<file path="src/source/dlc_pkg.sv">
`default_nettype none

package dlc_pkg;

  // datapath width of samples, levels, deltas and packets
  localparam int unsigned sample_width = 16;
  localparam int unsigned log_width_w  = 4;  // log2 level width config
  localparam int unsigned field_bits_w = 4;  // field size config

  // encoder FSM states
  typedef enum logic [1:0] {
    run,       // normal sample processing
    dlvl_ovf,  // emitting split delta-level pieces
    dt_ovf     // emitting a delta-time overflow packet
  } dlc_state_e;

  // mask with the given number of low ones
  function automatic logic [sample_width-1:0] field_mask(
    input logic [field_bits_w-1:0] bits
  );
    logic [sample_width-1:0] m;
    m = '0;
    for (int i = 0; i < sample_width; i++) begin
      if (i < int'(bits)) begin
        m[i] = 1'b1;
      end
    end
    return m;
  endfunction

endpackage

`default_nettype wire

</file>
<file path="src/source/dlc_controller.sv">
`timescale 1ns/100ps
`default_nettype none

// encoder FSM, FIFO handshakes and delta-time counting
module dlc_controller import dlc_pkg::*; (
  input  wire logic                    clk_i,
  input  wire logic                    rst_ni,
  input  wire logic                    in_empty_i,  // input FIFO empty
  input  wire logic                    out_full_i,  // output FIFO full
  input  wire logic                    xing_i,
  input  wire logic                    dlvl_ovf_i,  // fresh delta-level overflow
  input  wire logic                    ovf_end_i,   // last overflow piece going out
  input  wire logic [field_bits_w-1:0] dt_bits_i,
  output logic                         pop_o,
  output logic                         push_o,
  output dlc_state_e                   state_o,
  output logic      [sample_width-1:0] dt_o
);

  dlc_state_e              state_q;
  dlc_state_e              state_d;
  logic [sample_width-1:0] dt_mask;
  logic [sample_width-1:0] skip_cnt;  // samples since last packet
  logic                    skip_en;
  logic                    skip_rst;

  assign dt_mask = field_mask(dt_bits_i);
  assign state_o = state_q;

  // take a sample only in run and only if a packet could be stored
  assign pop_o = ~in_empty_i & ~out_full_i & (state_q == run);

  always_comb begin
    state_d = state_q;
    case (state_q)
      run: begin
        if (dlvl_ovf_i && !out_full_i) begin
          state_d = dlvl_ovf;  // split a big delta
        end else if (skip_en && (skip_cnt == dt_mask)) begin
          state_d = dt_ovf;    // flat run filled the dt field
        end
      end
      dlvl_ovf: begin
        if (ovf_end_i) begin
          state_d = run;
        end
      end
      dt_ovf: begin
        if (!out_full_i) begin
          state_d = run;  // overflow packet accepted
        end
      end
      default: state_d = run;
    endcase
  end

  always_ff @(posedge clk_i or negedge rst_ni) begin
    if (!rst_ni) begin
      state_q <= run;
    end else begin
      state_q <= state_d;
    end
  end

  // count only popped samples that stay on the same level
  assign skip_en  = ~xing_i & pop_o;
  assign skip_rst = xing_i | ((state_q == dt_ovf) & ~out_full_i);

  always_ff @(posedge clk_i or negedge rst_ni) begin
    if (!rst_ni) begin
      skip_cnt <= '0;
    end else if (skip_rst) begin
      skip_cnt <= sample_width'(1);  // current sample counts as one
    end else if (skip_en) begin
      skip_cnt <= skip_cnt + 1'b1;
    end
  end

  always_comb begin
    if (state_q == dt_ovf) begin
      dt_o = dt_mask;      // saturated delta-time
    end else if (dlvl_ovf_i) begin
      dt_o = skip_cnt;     // first piece carries the real time
    end else if (state_q == dlvl_ovf) begin
      dt_o = '0;           // follow-on pieces are back to back
    end else begin
      dt_o = skip_cnt;
    end
  end

  always_comb begin
    push_o = 1'b0;
    if (!out_full_i) begin
      if ((xing_i && state_q == run) ||
          dlvl_ovf_i ||
          state_q == dlvl_ovf ||
          state_q == dt_ovf) begin
        push_o = 1'b1;
      end
    end
  end

endmodule

`default_nettype wire

</file>
<file path="src/source/dlc_top.sv">
`timescale 1ns/100ps
`default_nettype none

// level-crossing encoder between a sample FIFO and a packet FIFO
module dlc_top import dlc_pkg::*; #(
  parameter int unsigned FIFO_DEPTH = 4
) (
  input  wire logic                    clk_i,
  input  wire logic                    rst_ni,
  input  wire logic                    in_push_i,
  input  wire logic [sample_width-1:0] in_data_i,
  output logic                         in_full_o,
  input  wire logic                    out_pop_i,
  output logic      [sample_width-1:0] out_data_o,
  output logic                         out_empty_o,
  input  wire logic [log_width_w-1:0]  log_wl_i,     // static config
  input  wire logic [field_bits_w-1:0] dlvl_bits_i,
  input  wire logic [field_bits_w-1:0] dt_bits_i,
  input  wire logic                    twoscomp_i
);

  logic [sample_width-1:0] in_sample;
  logic                    in_empty;
  logic                    in_pop;
  logic                    out_full;
  logic                    out_push;
  logic [sample_width-1:0] packet;
  logic                    xing;
  logic [sample_width-1:0] dlvl;
  logic [sample_width-1:0] dlvl_abs;
  logic                    dir;
  logic                    dlvl_ovf_det;  // fresh overflow on this pop
  logic                    ovf_end;
  dlc_state_e              state;
  logic [sample_width-1:0] dt_out;

  // sample side
  sample_fifo #(.FIFO_DEPTH(FIFO_DEPTH)) i_in_fifo (
    .clk_i, .rst_ni,
    .push_i(in_push_i), .data_i(in_data_i), .full_o(in_full_o),
    .pop_i(in_pop), .data_o(in_sample), .empty_o(in_empty)
  );

  level_tracker i_level_tracker (
    .clk_i, .rst_ni,
    .pop_i(in_pop), .sample_i(in_sample), .log_wl_i, .dlvl_bits_i,
    .xing_o(xing), .dlvl_o(dlvl), .dlvl_abs_o(dlvl_abs), .dir_o(dir),
    .dlvl_ovf_o(dlvl_ovf_det)
  );

  dlc_controller i_dlc_controller (
    .clk_i, .rst_ni,
    .in_empty_i(in_empty), .out_full_i(out_full), .xing_i(xing),
    .dlvl_ovf_i(dlvl_ovf_det), .ovf_end_i(ovf_end), .dt_bits_i,
    .pop_o(in_pop), .push_o(out_push), .state_o(state), .dt_o(dt_out)
  );

  packet_builder i_packet_builder (
    .clk_i, .rst_ni,
    .advance_i(~out_full), .state_i(state), .dlvl_ovf_i(dlvl_ovf_det),
    .dlvl_i(dlvl), .dlvl_abs_i(dlvl_abs), .dir_i(dir), .dt_i(dt_out),
    .dlvl_bits_i, .twoscomp_i,
    .ovf_end_o(ovf_end), .packet_o(packet)
  );

  // packet side
  sample_fifo #(.FIFO_DEPTH(FIFO_DEPTH)) i_out_fifo (
    .clk_i, .rst_ni,
    .push_i(out_push), .data_i(packet), .full_o(out_full),
    .pop_i(out_pop_i), .data_o(out_data_o), .empty_o(out_empty_o)
  );

endmodule

`default_nettype wire

</file>
<file path="src/source/level_tracker.sv">
`timescale 1ns/100ps
`default_nettype none

// quantizes samples to levels and tracks level crossings
module level_tracker import dlc_pkg::*; (
  input  wire logic                    clk_i,
  input  wire logic                    rst_ni,
  input  wire logic                    pop_i,       // sample valid this cycle
  input  wire logic [sample_width-1:0] sample_i,
  input  wire logic [log_width_w-1:0]  log_wl_i,    // log2 of level width
  input  wire logic [field_bits_w-1:0] dlvl_bits_i, // delta-level field size
  output logic                         xing_o,
  output logic      [sample_width-1:0] dlvl_o,      // signed level delta
  output logic      [sample_width-1:0] dlvl_abs_o,
  output logic                         dir_o,       // 1 = downward
  output logic                         dlvl_ovf_o
);

  logic signed [sample_width-1:0] din_lvl;   // level of popped sample
  logic signed [sample_width-1:0] curr_lvl;  // last reported level
  logic signed [sample_width-1:0] dlvl;
  logic        [sample_width-1:0] dlvl_mask;

  assign dlvl_mask = field_mask(dlvl_bits_i);

  // arithmetic shift keeps the sign of the sample
  assign din_lvl = $signed(sample_i) >>> log_wl_i;

  always_comb begin
    // delta is forced to zero without a pop, so no spurious crossing
    if (pop_i) begin
      dlvl = din_lvl - curr_lvl;
    end else begin
      dlvl = '0;
    end
  end

  assign xing_o = (dlvl != '0);
  assign dlvl_o = dlvl;
  assign dir_o  = dlvl[sample_width-1];  // sign bit

  always_comb begin
    if (dlvl[sample_width-1]) begin
      dlvl_abs_o = ~dlvl + 1'b1;  // negate
    end else begin
      dlvl_abs_o = dlvl;
    end
  end

  // any magnitude bit above the field means the delta must be split
  assign dlvl_ovf_o = pop_i & (|(dlvl_abs_o & ~dlvl_mask));

  // reference level moves only on a crossing
  always_ff @(posedge clk_i or negedge rst_ni) begin
    if (!rst_ni) begin
      curr_lvl <= '0;
    end else if (xing_o) begin
      curr_lvl <= din_lvl;
    end
  end

endmodule

`default_nettype wire

</file>
<file path="src/source/packet_builder.sv">
`timescale 1ns/100ps
`default_nettype none

// splits overflowing deltas and packs the output word
module packet_builder import dlc_pkg::*; (
  input  wire logic                    clk_i,
  input  wire logic                    rst_ni,
  input  wire logic                    advance_i,   // output FIFO has room
  input  wire dlc_state_e              state_i,
  input  wire logic                    dlvl_ovf_i,
  input  wire logic [sample_width-1:0] dlvl_i,
  input  wire logic [sample_width-1:0] dlvl_abs_i,
  input  wire logic                    dir_i,
  input  wire logic [sample_width-1:0] dt_i,
  input  wire logic [field_bits_w-1:0] dlvl_bits_i,
  input  wire logic                    twoscomp_i,  // 1 = two's complement field
  output logic                         ovf_end_o,
  output logic      [sample_width-1:0] packet_o
);

  logic [sample_width-1:0] dlvl_mask;
  logic [sample_width-1:0] ovf_cnt;    // magnitude still to send
  logic [sample_width-1:0] cnt_op;
  logic [sample_width-1:0] cnt_nxt;
  logic                    dir_q;      // direction held across pieces
  logic [sample_width-1:0] dlvl_field;
  logic                    dir_out;
  logic [sample_width:0]   dt_dir;     // one extra bit for dir
  logic [sample_width:0]   pkt_wide;

  assign dlvl_mask = field_mask(dlvl_bits_i);

  // first piece starts from the full magnitude
  assign cnt_op  = dlvl_ovf_i ? dlvl_abs_i : ovf_cnt;
  assign cnt_nxt = cnt_op - dlvl_mask;

  // last piece once the remainder fits in one field
  assign ovf_end_o = advance_i & (cnt_nxt[sample_width-1] | (cnt_nxt == '0));

  always_ff @(posedge clk_i or negedge rst_ni) begin
    if (!rst_ni) begin
      ovf_cnt <= '0;
      dir_q   <= 1'b0;
    end else if (advance_i) begin
      if (dlvl_ovf_i) begin
        ovf_cnt <= cnt_nxt;
        dir_q   <= dir_i;
      end else if (state_i == dlvl_ovf) begin
        if (ovf_end_o) begin
          ovf_cnt <= '0;  // sequence done
        end else begin
          ovf_cnt <= cnt_nxt;
        end
      end else begin
        ovf_cnt <= '0;
        dir_q   <= 1'b0;
      end
    end
  end

  always_comb begin
    if (dlvl_ovf_i) begin
      dlvl_field = dlvl_mask;  // full piece
      dir_out    = dir_i;
    end else if (state_i == dlvl_ovf && !ovf_end_o) begin
      dlvl_field = dlvl_mask;
      dir_out    = dir_q;
    end else if (state_i == dlvl_ovf) begin
      dlvl_field = cnt_op & dlvl_mask;  // remainder piece
      dir_out    = dir_q;
    end else if (state_i == dt_ovf) begin
      dlvl_field = '0;  // time-only packet
      dir_out    = 1'b0;
    end else if (twoscomp_i) begin
      dlvl_field = dlvl_i & dlvl_mask;
      dir_out    = dir_i;
    end else begin
      dlvl_field = dlvl_abs_i & dlvl_mask;
      dir_out    = dir_i;
    end
  end

  always_comb begin
    // sign/magnitude keeps dir just above the field and two's complement drops it
    if (twoscomp_i) begin
      dt_dir = {1'b0, dt_i};
    end else begin
      dt_dir = {dt_i, dir_out};
    end
    pkt_wide = (dt_dir << dlvl_bits_i) | {1'b0, dlvl_field};
  end

  assign packet_o = pkt_wide[sample_width-1:0];  // upper dt bits fall off

endmodule

`default_nettype wire

</file>
<file path="src/source/sample_fifo.sv">
`timescale 1ns/100ps
`default_nettype none

// circular buffer without fall-through
module sample_fifo import dlc_pkg::*; #(
  parameter int unsigned FIFO_DEPTH = 4  // power of two, at least 2
) (
  input  wire logic                    clk_i,
  input  wire logic                    rst_ni,
  input  wire logic                    push_i,
  input  wire logic [sample_width-1:0] data_i,
  output logic                         full_o,
  input  wire logic                    pop_i,
  output logic      [sample_width-1:0] data_o,
  output logic                         empty_o
);

  localparam int unsigned ptr_w = $clog2(FIFO_DEPTH);
  localparam int unsigned cnt_w = ptr_w + 1;  // holds 0..FIFO_DEPTH

  logic [sample_width-1:0] mem [FIFO_DEPTH];  // storage
  logic [ptr_w-1:0]        wr_ptr;
  logic [ptr_w-1:0]        rd_ptr;
  logic [cnt_w-1:0]        cnt;     // occupancy
  logic                    push_ok; // push that is actually taken
  logic                    pop_ok;

  assign full_o  = (cnt == cnt_w'(FIFO_DEPTH));
  assign empty_o = (cnt == '0);
  assign push_ok = push_i & ~full_o;   // drop push when full
  assign pop_ok  = pop_i & ~empty_o;   // drop pop when empty
  assign data_o  = mem[rd_ptr];        // head of queue

  always_ff @(posedge clk_i) begin
    if (push_ok) begin
      mem[wr_ptr] <= data_i;
    end
  end

  always_ff @(posedge clk_i or negedge rst_ni) begin
    if (!rst_ni) begin
      wr_ptr <= '0;
      rd_ptr <= '0;
      cnt    <= '0;
    end else begin
      if (push_ok) begin
        wr_ptr <= wr_ptr + 1'b1;  // wraps at depth
      end
      if (pop_ok) begin
        rd_ptr <= rd_ptr + 1'b1;
      end
      case ({push_ok, pop_ok})
        2'b10:   cnt <= cnt + 1'b1;
        2'b01:   cnt <= cnt - 1'b1;
        default: cnt <= cnt;  // none, or push and pop together
      endcase
    end
  end

endmodule

`default_nettype wire

</file>
<file path="config.mk">
export PLATFORM = sky130hd
export DESIGN_NAME = dlc_top
export DESIGN_NICKNAME = d
export VERILOG_FILES = /design/src/source/dlc_pkg.sv /design/src/source/dlc_controller.sv /design/src/source/dlc_top.sv /design/src/source/level_tracker.sv /design/src/source/packet_builder.sv /design/src/source/sample_fifo.sv
export SDC_FILE = /design/constraint.sdc
export NUM_CORES = 1
export LEC_CHECK = 0
export ABC_AREA = 1
export BUFFER_PORTS_ARGS = -buffer_cell sky130_fd_sc_hd__buf_2
export CORE_MARGIN = 3
export CORE_UTILIZATION = 55
export CTS_BUF_LIST = sky130_fd_sc_hd__clkbuf_16
export DETAILED_ROUTE_END_ITERATION = 8
export PLACE_DENSITY = 0.72
export SYNTH_ARGS = -nofsm -noshare
export SYNTH_HDL_FRONTEND = slang
export SYNTH_SLANG_ARGS = --single-unit
</file>
<file path="constraint.sdc">
create_clock -name clk_i -period 9.7 [get_ports clk_i]
set_clock_uncertainty 0.2 [all_clocks]
set_input_delay 1.455 -clock clk_i [delete_from_list [all_inputs] [get_ports clk_i]]
set_output_delay 1.455 -clock clk_i [all_outputs]
set_load 0.02 [all_outputs]
</file>
### Word level (Yosys, flattened, before mapping)

Memories as Yosys holds them, arrays and structs flattened.
Cells that the tools add are included.
W data, S select, Z words.

* memories kept: 2
* memory bits (writable): 128
* output and inout bits: 18
* input bits: 33
* word-level logic and storage cells: 180
* register bits after elaboration: 65

* multiplexer cells: 66
* bitwise gates (word level): 24
* $lt $le $gt $ge: 30
* reductions and logical operators: 20
* eq/ne operators: 13
* add/subtract/negate cells: 12
* shifts and indexed selects: 2

Memory list
* i_in_fifo.mem: words 4, bits a word 16, rd ports 1, clocked after memory_dff 0, write ports 1, line sample_fifo.sv:21 `logic [sample_width-1:0] mem [FIFO_DEPTH];`
* i_out_fifo.mem: words 4, bits a word 16, rd ports 1, clocked after memory_dff 0, write ports 1, line sample_fifo.sv:21

Operator list (count)
* $mux W16: 16
* $lt A4 B4 Y1 const A: 14
* $and A16 B15 Y16: 3
* $mux W1: 42
* $add A16 B1 Y16 const B: 2
* $lt A3 B4 Y1 const A: 8
* $mux W17: 1
* $shl A17 B4 Y16: 1
* $and A16 B16 Y16: 1
* $eq A16 B15 Y1: 1
* $logic_not A16 Y1: 1
* $lt A1 B4 Y1 const A: 4
* $lt A2 B4 Y1 const A: 4
* $not A15 Y16: 1
* $not A16 Y16: 1
* $or A16 B16 Y16: 1
* $reduce_bool A16 Y1: 1
* $reduce_or A16 Y1: 1
* $sshr A16 B4 Y16: 1
* $sub A16 B15 Y16: 1
* $sub A16 B16 Y16: 1
* $pmux W3 S2: 2
* $and A1 B1 Y1: 10
* $add A2 B1 Y2 const B: 4
* other kinds (20): 45

### Depth between registers and ports, before layout

Gate-level depths: netlist of run 1.

* word-level depth: 23
* depth in mapped cells: 60
* mapped depth without buffers: 55

### Hierarchy

A second synthesis of run 1 with hierarchy kept.

* cells, all modules: 1943
* area, all modules: 14511.4 sq um

By module, submodules not included
* packet_builder: cells each 623, area each 3465.8 sq um, instances 1
* sample_fifo (i_in_fifo): cells each 248, area each 3198.1 sq um, instances 1
* level_tracker: cells each 558, area each 3139.3 sq um, instances 1
* sample_fifo (i_out_fifo): cells each 248, area each 3022.9 sq um, instances 1
* dlc_controller: cells each 265, area each 1681.6 sq um, instances 1
* dlc_top: cells each 1, area each 3.8 sq um, instances 1

### Worst setup path before layout of run 1

OpenSTA, ideal clock, no wires.

* kind: input-to-reg
* start point: input port log_wl_i[1]
* end point: memory i_out_fifo.mem[0][12], data pin
* slack: 1.969 ns
* stages on the path: 49
* buffers on the path: 4
* data required time: 9.216 ns
* library setup time: 0.284 ns
* data arrival time: 7.247 ns
* cell sequence: clkbuf_1 > inv_1 > clkbuf_1 > nor2_1 > a31oi_1 > nand2_1 > o311ai_0 > o21ai_0 > inv_1 > ha_1 > fa_1 > nor2_1 > inv_1 > ha_1 > inv_1 > nor2_1 > nand3_1 > inv_1 > [13 not listed] > o21ai_0 > ha_1 > inv_1 > a21oi_1 > nand2_1 > a31o_2 > xor2_1 > nor4_1 > nand4_1 > nor3_1 > nand3_1 > nand3_2 > nand2_2 > nand2_4 > nand2_2 > buf_2 > nand2_1 > nand3_1

* cells in the longest elaborated chain, start to end: 21
* elaborated cells between the ends (all ways): 33
* those cells by class: add/sub (3); shift (2); mux (15); bitwise (9); reduce/logical (4)

Ends and longest elaborated chain
* start, declared: line dlc_top.sv:16 `input wire logic [log_width_w-1:0] log_wl_i,`
* $sshr A16 B4 Y16 *: line level_tracker.sv:27 `assign din_lvl = $signed(sample_i) >>> log_wl_i;`
* $sub A16 B16 Y16 *: line level_tracker.sv:32 `dlvl = din_lvl - curr_lvl;`
* $mux W16 *: line level_tracker.sv:31 `if (pop_i) begin`
* $not A16 Y16: line level_tracker.sv:44 `dlvl_abs_o = ~dlvl + 1'b1;`
* $add A16 B1 Y16: line level_tracker.sv:44
* $mux W16: line level_tracker.sv:43 `if (dlvl[sample_width-1]) begin`
* $and A16 B16 Y16: line level_tracker.sv:51 `assign dlvl_ovf_o = pop_i & (|(dlvl_abs_o & ~dlvl_mask));`
* $reduce_or A16 Y1: line level_tracker.sv:51
* [6 not listed]
* $logic_not A1 Y1: line packet_builder.sv:65 `end else if (state_i == dlvl_ovf && !ovf_end_o) begin`
* $logic_and A1 B1 Y1: line packet_builder.sv:65
* $mux W1: line packet_builder.sv:65
* $mux W1: line packet_builder.sv:62 `if (dlvl_ovf_i) begin`
* $mux W17: line packet_builder.sv:85 `if (twoscomp_i) begin`
* $shl A17 B4 Y16: line packet_builder.sv:90 `pkt_wide = (dt_dir << dlvl_bits_i) | {1'b0, dlvl_field};`
* $or A16 B16 Y16 *: line packet_builder.sv:90
* via i_out_fifo.data_i[12]: line sample_fifo.sv:11 `input wire logic [sample_width-1:0] data_i,`
* end, declared: line sample_fifo.sv:21

Mark *: on every way through the listed nets, which the timed path passes. The rest lies on a longest branch.

### Worst setup path in the final report of run 1

* start point: input port log_wl_i[0]
* end point: memory i_out_fifo.mem[3][5], data pin

The elaborated chain is that of the path after synthesis.

==> results.toml, run 1 <==
[layout]
final_common_cell = "nand2_1"
layout-drive-gt1-share_pct = 8.864
area_growth_pct = 8.403
diodes = 0
finalNetCount = 1843
final_cell_mix = "nand2_1, inv_1, nor2_1, o21ai_0, edfxtp_1"

[setup_path]
cpPeakStageDelay_ns = 0.54
arrival_ns = 9.00
end_kind = "flip-flop"
path_max_fanout = 28
worstRegToRegCells = 47
reg2reg_setup_slack_ns = 0.92
worst_path_most_repeated_cell = "nand2_1"
rr_endpoint = "i_out_fifo.mem[3][5]"
cp-start-kind = "input pin"
critPathRequiredTime_ns = 9.63
r2r-start = "i_in_fifo.rd_ptr[1]"
cp_slowest_cell = "fa_1"
critPathKind = "in -> reg"

[sta]
hold_violations = 0
setup-tns-final_ns = 0
fmax_ghz = 0.1103
fin_crit_sh_pct = 93.48
rsz0062_at_grt = "no"
worstMarginPinSlew_ns = 0.9349
setup_viol_count_final = 0
slew_violations = 0
fin_crit_ns = 9.067
relSlewSlack_pct = 37.67

[grt]
grt_pass1_wl_um = 56300
grt.total_usage_pct = 27.14
grt_pass1_vias = 10700
antenna_found_initial = 0
grt_overflow_total = 0
grt_max_degree = 66

[routing]
avgRoutedWirePerCell_um = 16.84
dr.pass1.iters = 8
routed.top_layer = "met4"
drt_wl_total_um = 35020
met3_wirelength_um = 2065
drc_errors = 0
routed-via-count = 11700
drtIter0Drc = 1311
wl_met1_um = 16540
detail-route-antenna-nets = 0
vias_per_cell = 5.629
route.met2.wl_um = 15920

[min_path]
min_path_type = "reg -> reg"
hold-path-endpoint = "i_packet_builder.ovf_cnt[12]"
holdPathStages = 2
min_from = "i_packet_builder.ovf_cnt[12]"

[yosys]
synthCells = 1725
synth_top_flop_cell = "edfxtp_1"
syn_avg_cell_area_um2 = 7.657
ys_warn_count = 0
synthArstFlopShare_pct = 33.68
syn_area_mm2 = 0.01321
syn-num-nets = 1821
synth.distinct_cells = 53
ys_seq_area_share_pct = 41.42
ys_seq_elements = 193
synth_edf_count = 128

[run]
maxCapViolations = 0

[die]
ios = 51
die_h_um = 161.0
start_util_pct = 56.10
fp.dieW_um = 161.0
core_mm2 = 0.02354
core.rowCount = 56
dieArea_mm2 = 0.02591

[status]
outcome = "complete, no violations"

[placement]
dpl.hpwl_um = 25680
gp_congestion = 0.9714
io_buffers = 50

[cts]
numCtsBuffers = 17
cts_sinks = 193
cts-htree-levels = 4
cts_tree = "done"
clk_path_buf_depth = 2
clk_transition_reported_paths_ns = 0.08
cts_root_buf = "clkbuf_16"
clock_latency_ns = 0.44
-- flip-flops by register name, indices dropped and copies added, names as in the netlist, 3 cells and up --
register and count:
i_dlc_controller.skip_cnt 16, i_in_fifo.cnt 3, i_in_fifo.mem 64, i_level_tracker.curr_lvl 16, i_out_fifo.cnt 3, i_out_fifo.mem 64
i_packet_builder.ovf_cnt 16
-- synth_stat cells, types with 22 or more instances --
master / instances / area share (%)
nand2_1: 469 / 13
inv_1: 204 / 5.8
nor2_1: 164 / 4.7
o21ai_0: 157 / 5.9
edfxtp_1: 128 / 29
nand3_1: 104 / 3.9
dfrtp_1: 65 / 12
a21oi_1: 60 / 2.3
ha_1: 59 / 5.6
clkbuf_1: 48 / 1.4
o22ai_1: 36 / 1.7
xor2_1: 33 / 2.2
a31oi_1: 22 / 1.0
-- layer usage --
layer | vias to the layer above | GRT usage, %
li1 | 5790 | -
met1 | 5478 | 40.48
met2 | 388 | 43.04
met3 | 47 | 3.276
met4 | 0 | 5.553
met5 | - | 0
-- kinds of logic after synthesis --
kind of cell / synth area share [%]
DFF: 41.42
adders and majority gates: 6.196
muxes: 0.5305
AOI/OAI and AO/OA: 14.35
buffers and inverters: 8.516
xor gates and xnor gates: 2.653
and+or+nand+nor: 26.34
-- timing repair --
action / CTS / global route
setup endpoints to repair: 0 / 71
gates resized for setup: 0 / 4
hold buffers: 0 / 0
buffers inserted: 0 / 2
-- metrics by stage --
step	std cells	cell area (µm²)	setup slack, ns	hold WS, ns	utilization, %
global placement	2044	13680	0.4933	0.2742	58.10
floorplan	1725	13210	1.969	0.2417	-
CTS	2076	14290	0.5463	0.2975	60.69
finish	2079	14320	0.6325	0.2910	60.82
global route	2079	14320	0.04744	0.3143	60.82
detailed placement	2044	13680	0.1373	0.2741	58.10
-- final cells by class --
type	instances	area, µm²
clock buffer	17	425.4
clock inverter	15	183.9
fill	2178	9225
inverter	213	805.8
multi-input combinational	1250	6620
sequential	193	5470
tap	319	399.1
timing repair buffer	71	407.9
timing repair inverter	1	5.005
-- worst max-delay path by stage --
stage | startpoint | end | slack, ns | cells past startpoint
final | log_wl_i[0] | i_out_fifo.mem[3][5] | 0.63 | 45
after CTS | log_wl_i[0] | i_out_fifo.mem[3][5] | 0.55 | 44
after global placement | log_wl_i[0] | i_out_fifo.mem[2][6] | 0.49 | 44
after detailed placement | log_wl_i[0] | i_out_fifo.mem[1][5] | 0.14 | 44
after floorplan | log_wl_i[1] | i_out_fifo.mem[0][12] | 1.97 | 49
after global routing | log_wl_i[0] | i_out_fifo.mem[3][5] | 0.05 | 48
-- worst max-delay path: cells and delay by family --
kind | cells | cell delay [ns]
buffers and inverters | 7 | 1.16
and+or+nand+nor | 28 | 3.92
xor gates and xnor gates | 1 | 0.18
AOI/OAI and AO/OA | 5 | 0.89
adders and majority gates | 4 | 1.38
Power of run 1 is not shown: default switching activity piles up to over one toggle a cycle in this logic, so the estimate is an artifact.
==> inputs of run 2 (changes only) <==
PLACE_DENSITY = unset   (was 0.72)
PLACE_DENSITY_LB_ADDON = 0.2   (was unset)
clock period = 9.8 ns   (was 9.7 ns; I/O delays follow)
==> run 2 against run 1 <==
Critical path depth unchanged. Critical path type unchanged. Worst setup slack improved by 0.24 ns. Via count increased by 0.17%. Worst hold slack got worse by 0.0035 ns.
==> results.toml, run 2 (synthesized netlist as in run 1, its figures left out) <==
[status]
outcome = "complete, no violations"

[routing]
vias_per_cell = 5.650
drc_errors = 0
drt_wl_total_um = 35010
drtIter0Drc = 1213
dr.pass1.iters = 6
detail-route-antenna-nets = 0
avgRoutedWirePerCell_um = 16.87
routed-via-count = 11720

[grt]
grt.total_usage_pct = 27.16
antenna_found_initial = 0
grt_overflow_total = 0
grt_pass1_wl_um = 56100
grt_max_degree = 64
grt_pass1_vias = 10630

[cts]
clock_latency_ns = 0.44
cts_sinks = 193
cts_root_buf = "clkbuf_16"
cts-htree-levels = 4
cts_tree = "done"
cts_setup_buffers = 0
clk_transition_reported_paths_ns = 0.09
clk_path_buf_depth = 2
numCtsBuffers = 17

[sta]
fmax_ghz = 0.1120
relSlewSlack_pct = 29.84
setup_viol_count_final = 0
fin_crit_ns = 8.926
fin_crit_sh_pct = 91.08
rsz0062_at_grt = "no"
slew_violations = 0
setup-tns-final_ns = 0
hold_violations = 0
worstMarginPinSlew_ns = 1.051

[die]
start_util_pct = 56.10
fp.dieW_um = 161.0
die_h_um = 161.0
ios = 51
core_mm2 = 0.02354
core.rowCount = 56
dieArea_mm2 = 0.02591

[setup_path]
cpPeakStageDelay_ns = 0.52
cp-start-kind = "input pin"
arrival_ns = 8.87
path_max_fanout = 27
end_kind = "flip-flop"
crit_buf_inv = 7
critPathKind = "in -> reg"
critPathRequiredTime_ns = 9.74
worst_path_most_repeated_cell = "nand2_1"
critPathTopFamily = "simple AND/OR/NAND/NOR gates"
cp_slowest_cell = "fa_1"

[layout]
fillers = 2207
final_common_cell = "nand2_1"
diodes = 0
finalNetCount = 1839
top_regs = "i_in_fifo.mem: 64 flops, i_out_fifo.mem: 64 flops"
final_cell_mix = "nand2_1, inv_1, nor2_1, o21ai_0, edfxtp_1"
area_growth_pct = 8.214
layout-drive-gt1-share_pct = 8.599

[min_path]
min_path_type = "reg -> reg"

[placement]
gp_congestion = 1.006
io_buffers = 50
dpl.hpwl_um = 26020

[run]
maxCapViolations = 0
run 2: what timing repair did:
action,CTS,global route
setup endpoints to repair,0,63
gates resized for setup,0,3
hold buffers,0,0
run 2: cell type report:
type,instances,area (µm²),share of cell area (%)
inverter,213,805.8,5.638
timing repair buffer,68,385.4,2.696
multi-input combinational,1250,6618,46.30
clock buffer,17,425.4,2.976
tap,319,399.1,2.793
sequential,193,5470,38.27
clock inverter,15,188.9,1.322
run 2: worst paths after layout:
check | start | endpoint | slack, ns | depth (start not counted)
max | log_wl_i[0] | i_out_fifo.mem[3][5] | 0.87 | 45
min | i_packet_builder.ovf_cnt[1] | i_packet_builder.ovf_cnt[1] | 0.29 | 2
max reg2reg | i_in_fifo.rd_ptr[1] | i_out_fifo.mem[3][5] | 1.19 | 47
min reg2reg | i_packet_builder.ovf_cnt[1] | i_packet_builder.ovf_cnt[1] | 0.29 | 2
max in group asynchronous | rst_ni | i_dlc_controller.skip_cnt[3] | 7.71 | 2
min in group asynchronous | rst_ni | i_out_fifo.rd_ptr[1] | 0.63 | 1
run 2: layer usage:
metal / vias to the layer above / routed length [µm] / track usage, %
met2: 412 / 15620 / 42.52
met1: 5476 / 16250 / 39.89
met3: 50 / 2498 / 4.050
met5: - / 0 / 0
li1: 5785 / - / -
met4: 0 / 637 / 6.883
run 2: stage by stage:
stage / hold slack, ns / util (%) / worst slack, ns / std cells / cell area (µm²)
2_1_floorplan: 0.2417 / - / 2.054 / 1725 / 13210
3_3_place_gp: 0.2700 / 58.06 / 0.5128 / 2043 / 13670
3_5_place_dp: 0.2702 / 58.06 / 0.3525 / 2043 / 13670
4_1_cts: 0.2919 / 60.67 / 0.7538 / 2075 / 14280
5_1_grt: 0.3148 / 60.71 / 0.07958 / 2075 / 14290
6_report: 0.2876 / 60.71 / 0.8737 / 2075 / 14290
run 2: tightest hold or removal path, stage by stage, from the launching register on:
cell	delay, ns
dfrtp_1	0.35
nand2_1	0.05
nand2_1	0.05
Power of run 2 is left out for the same reason.
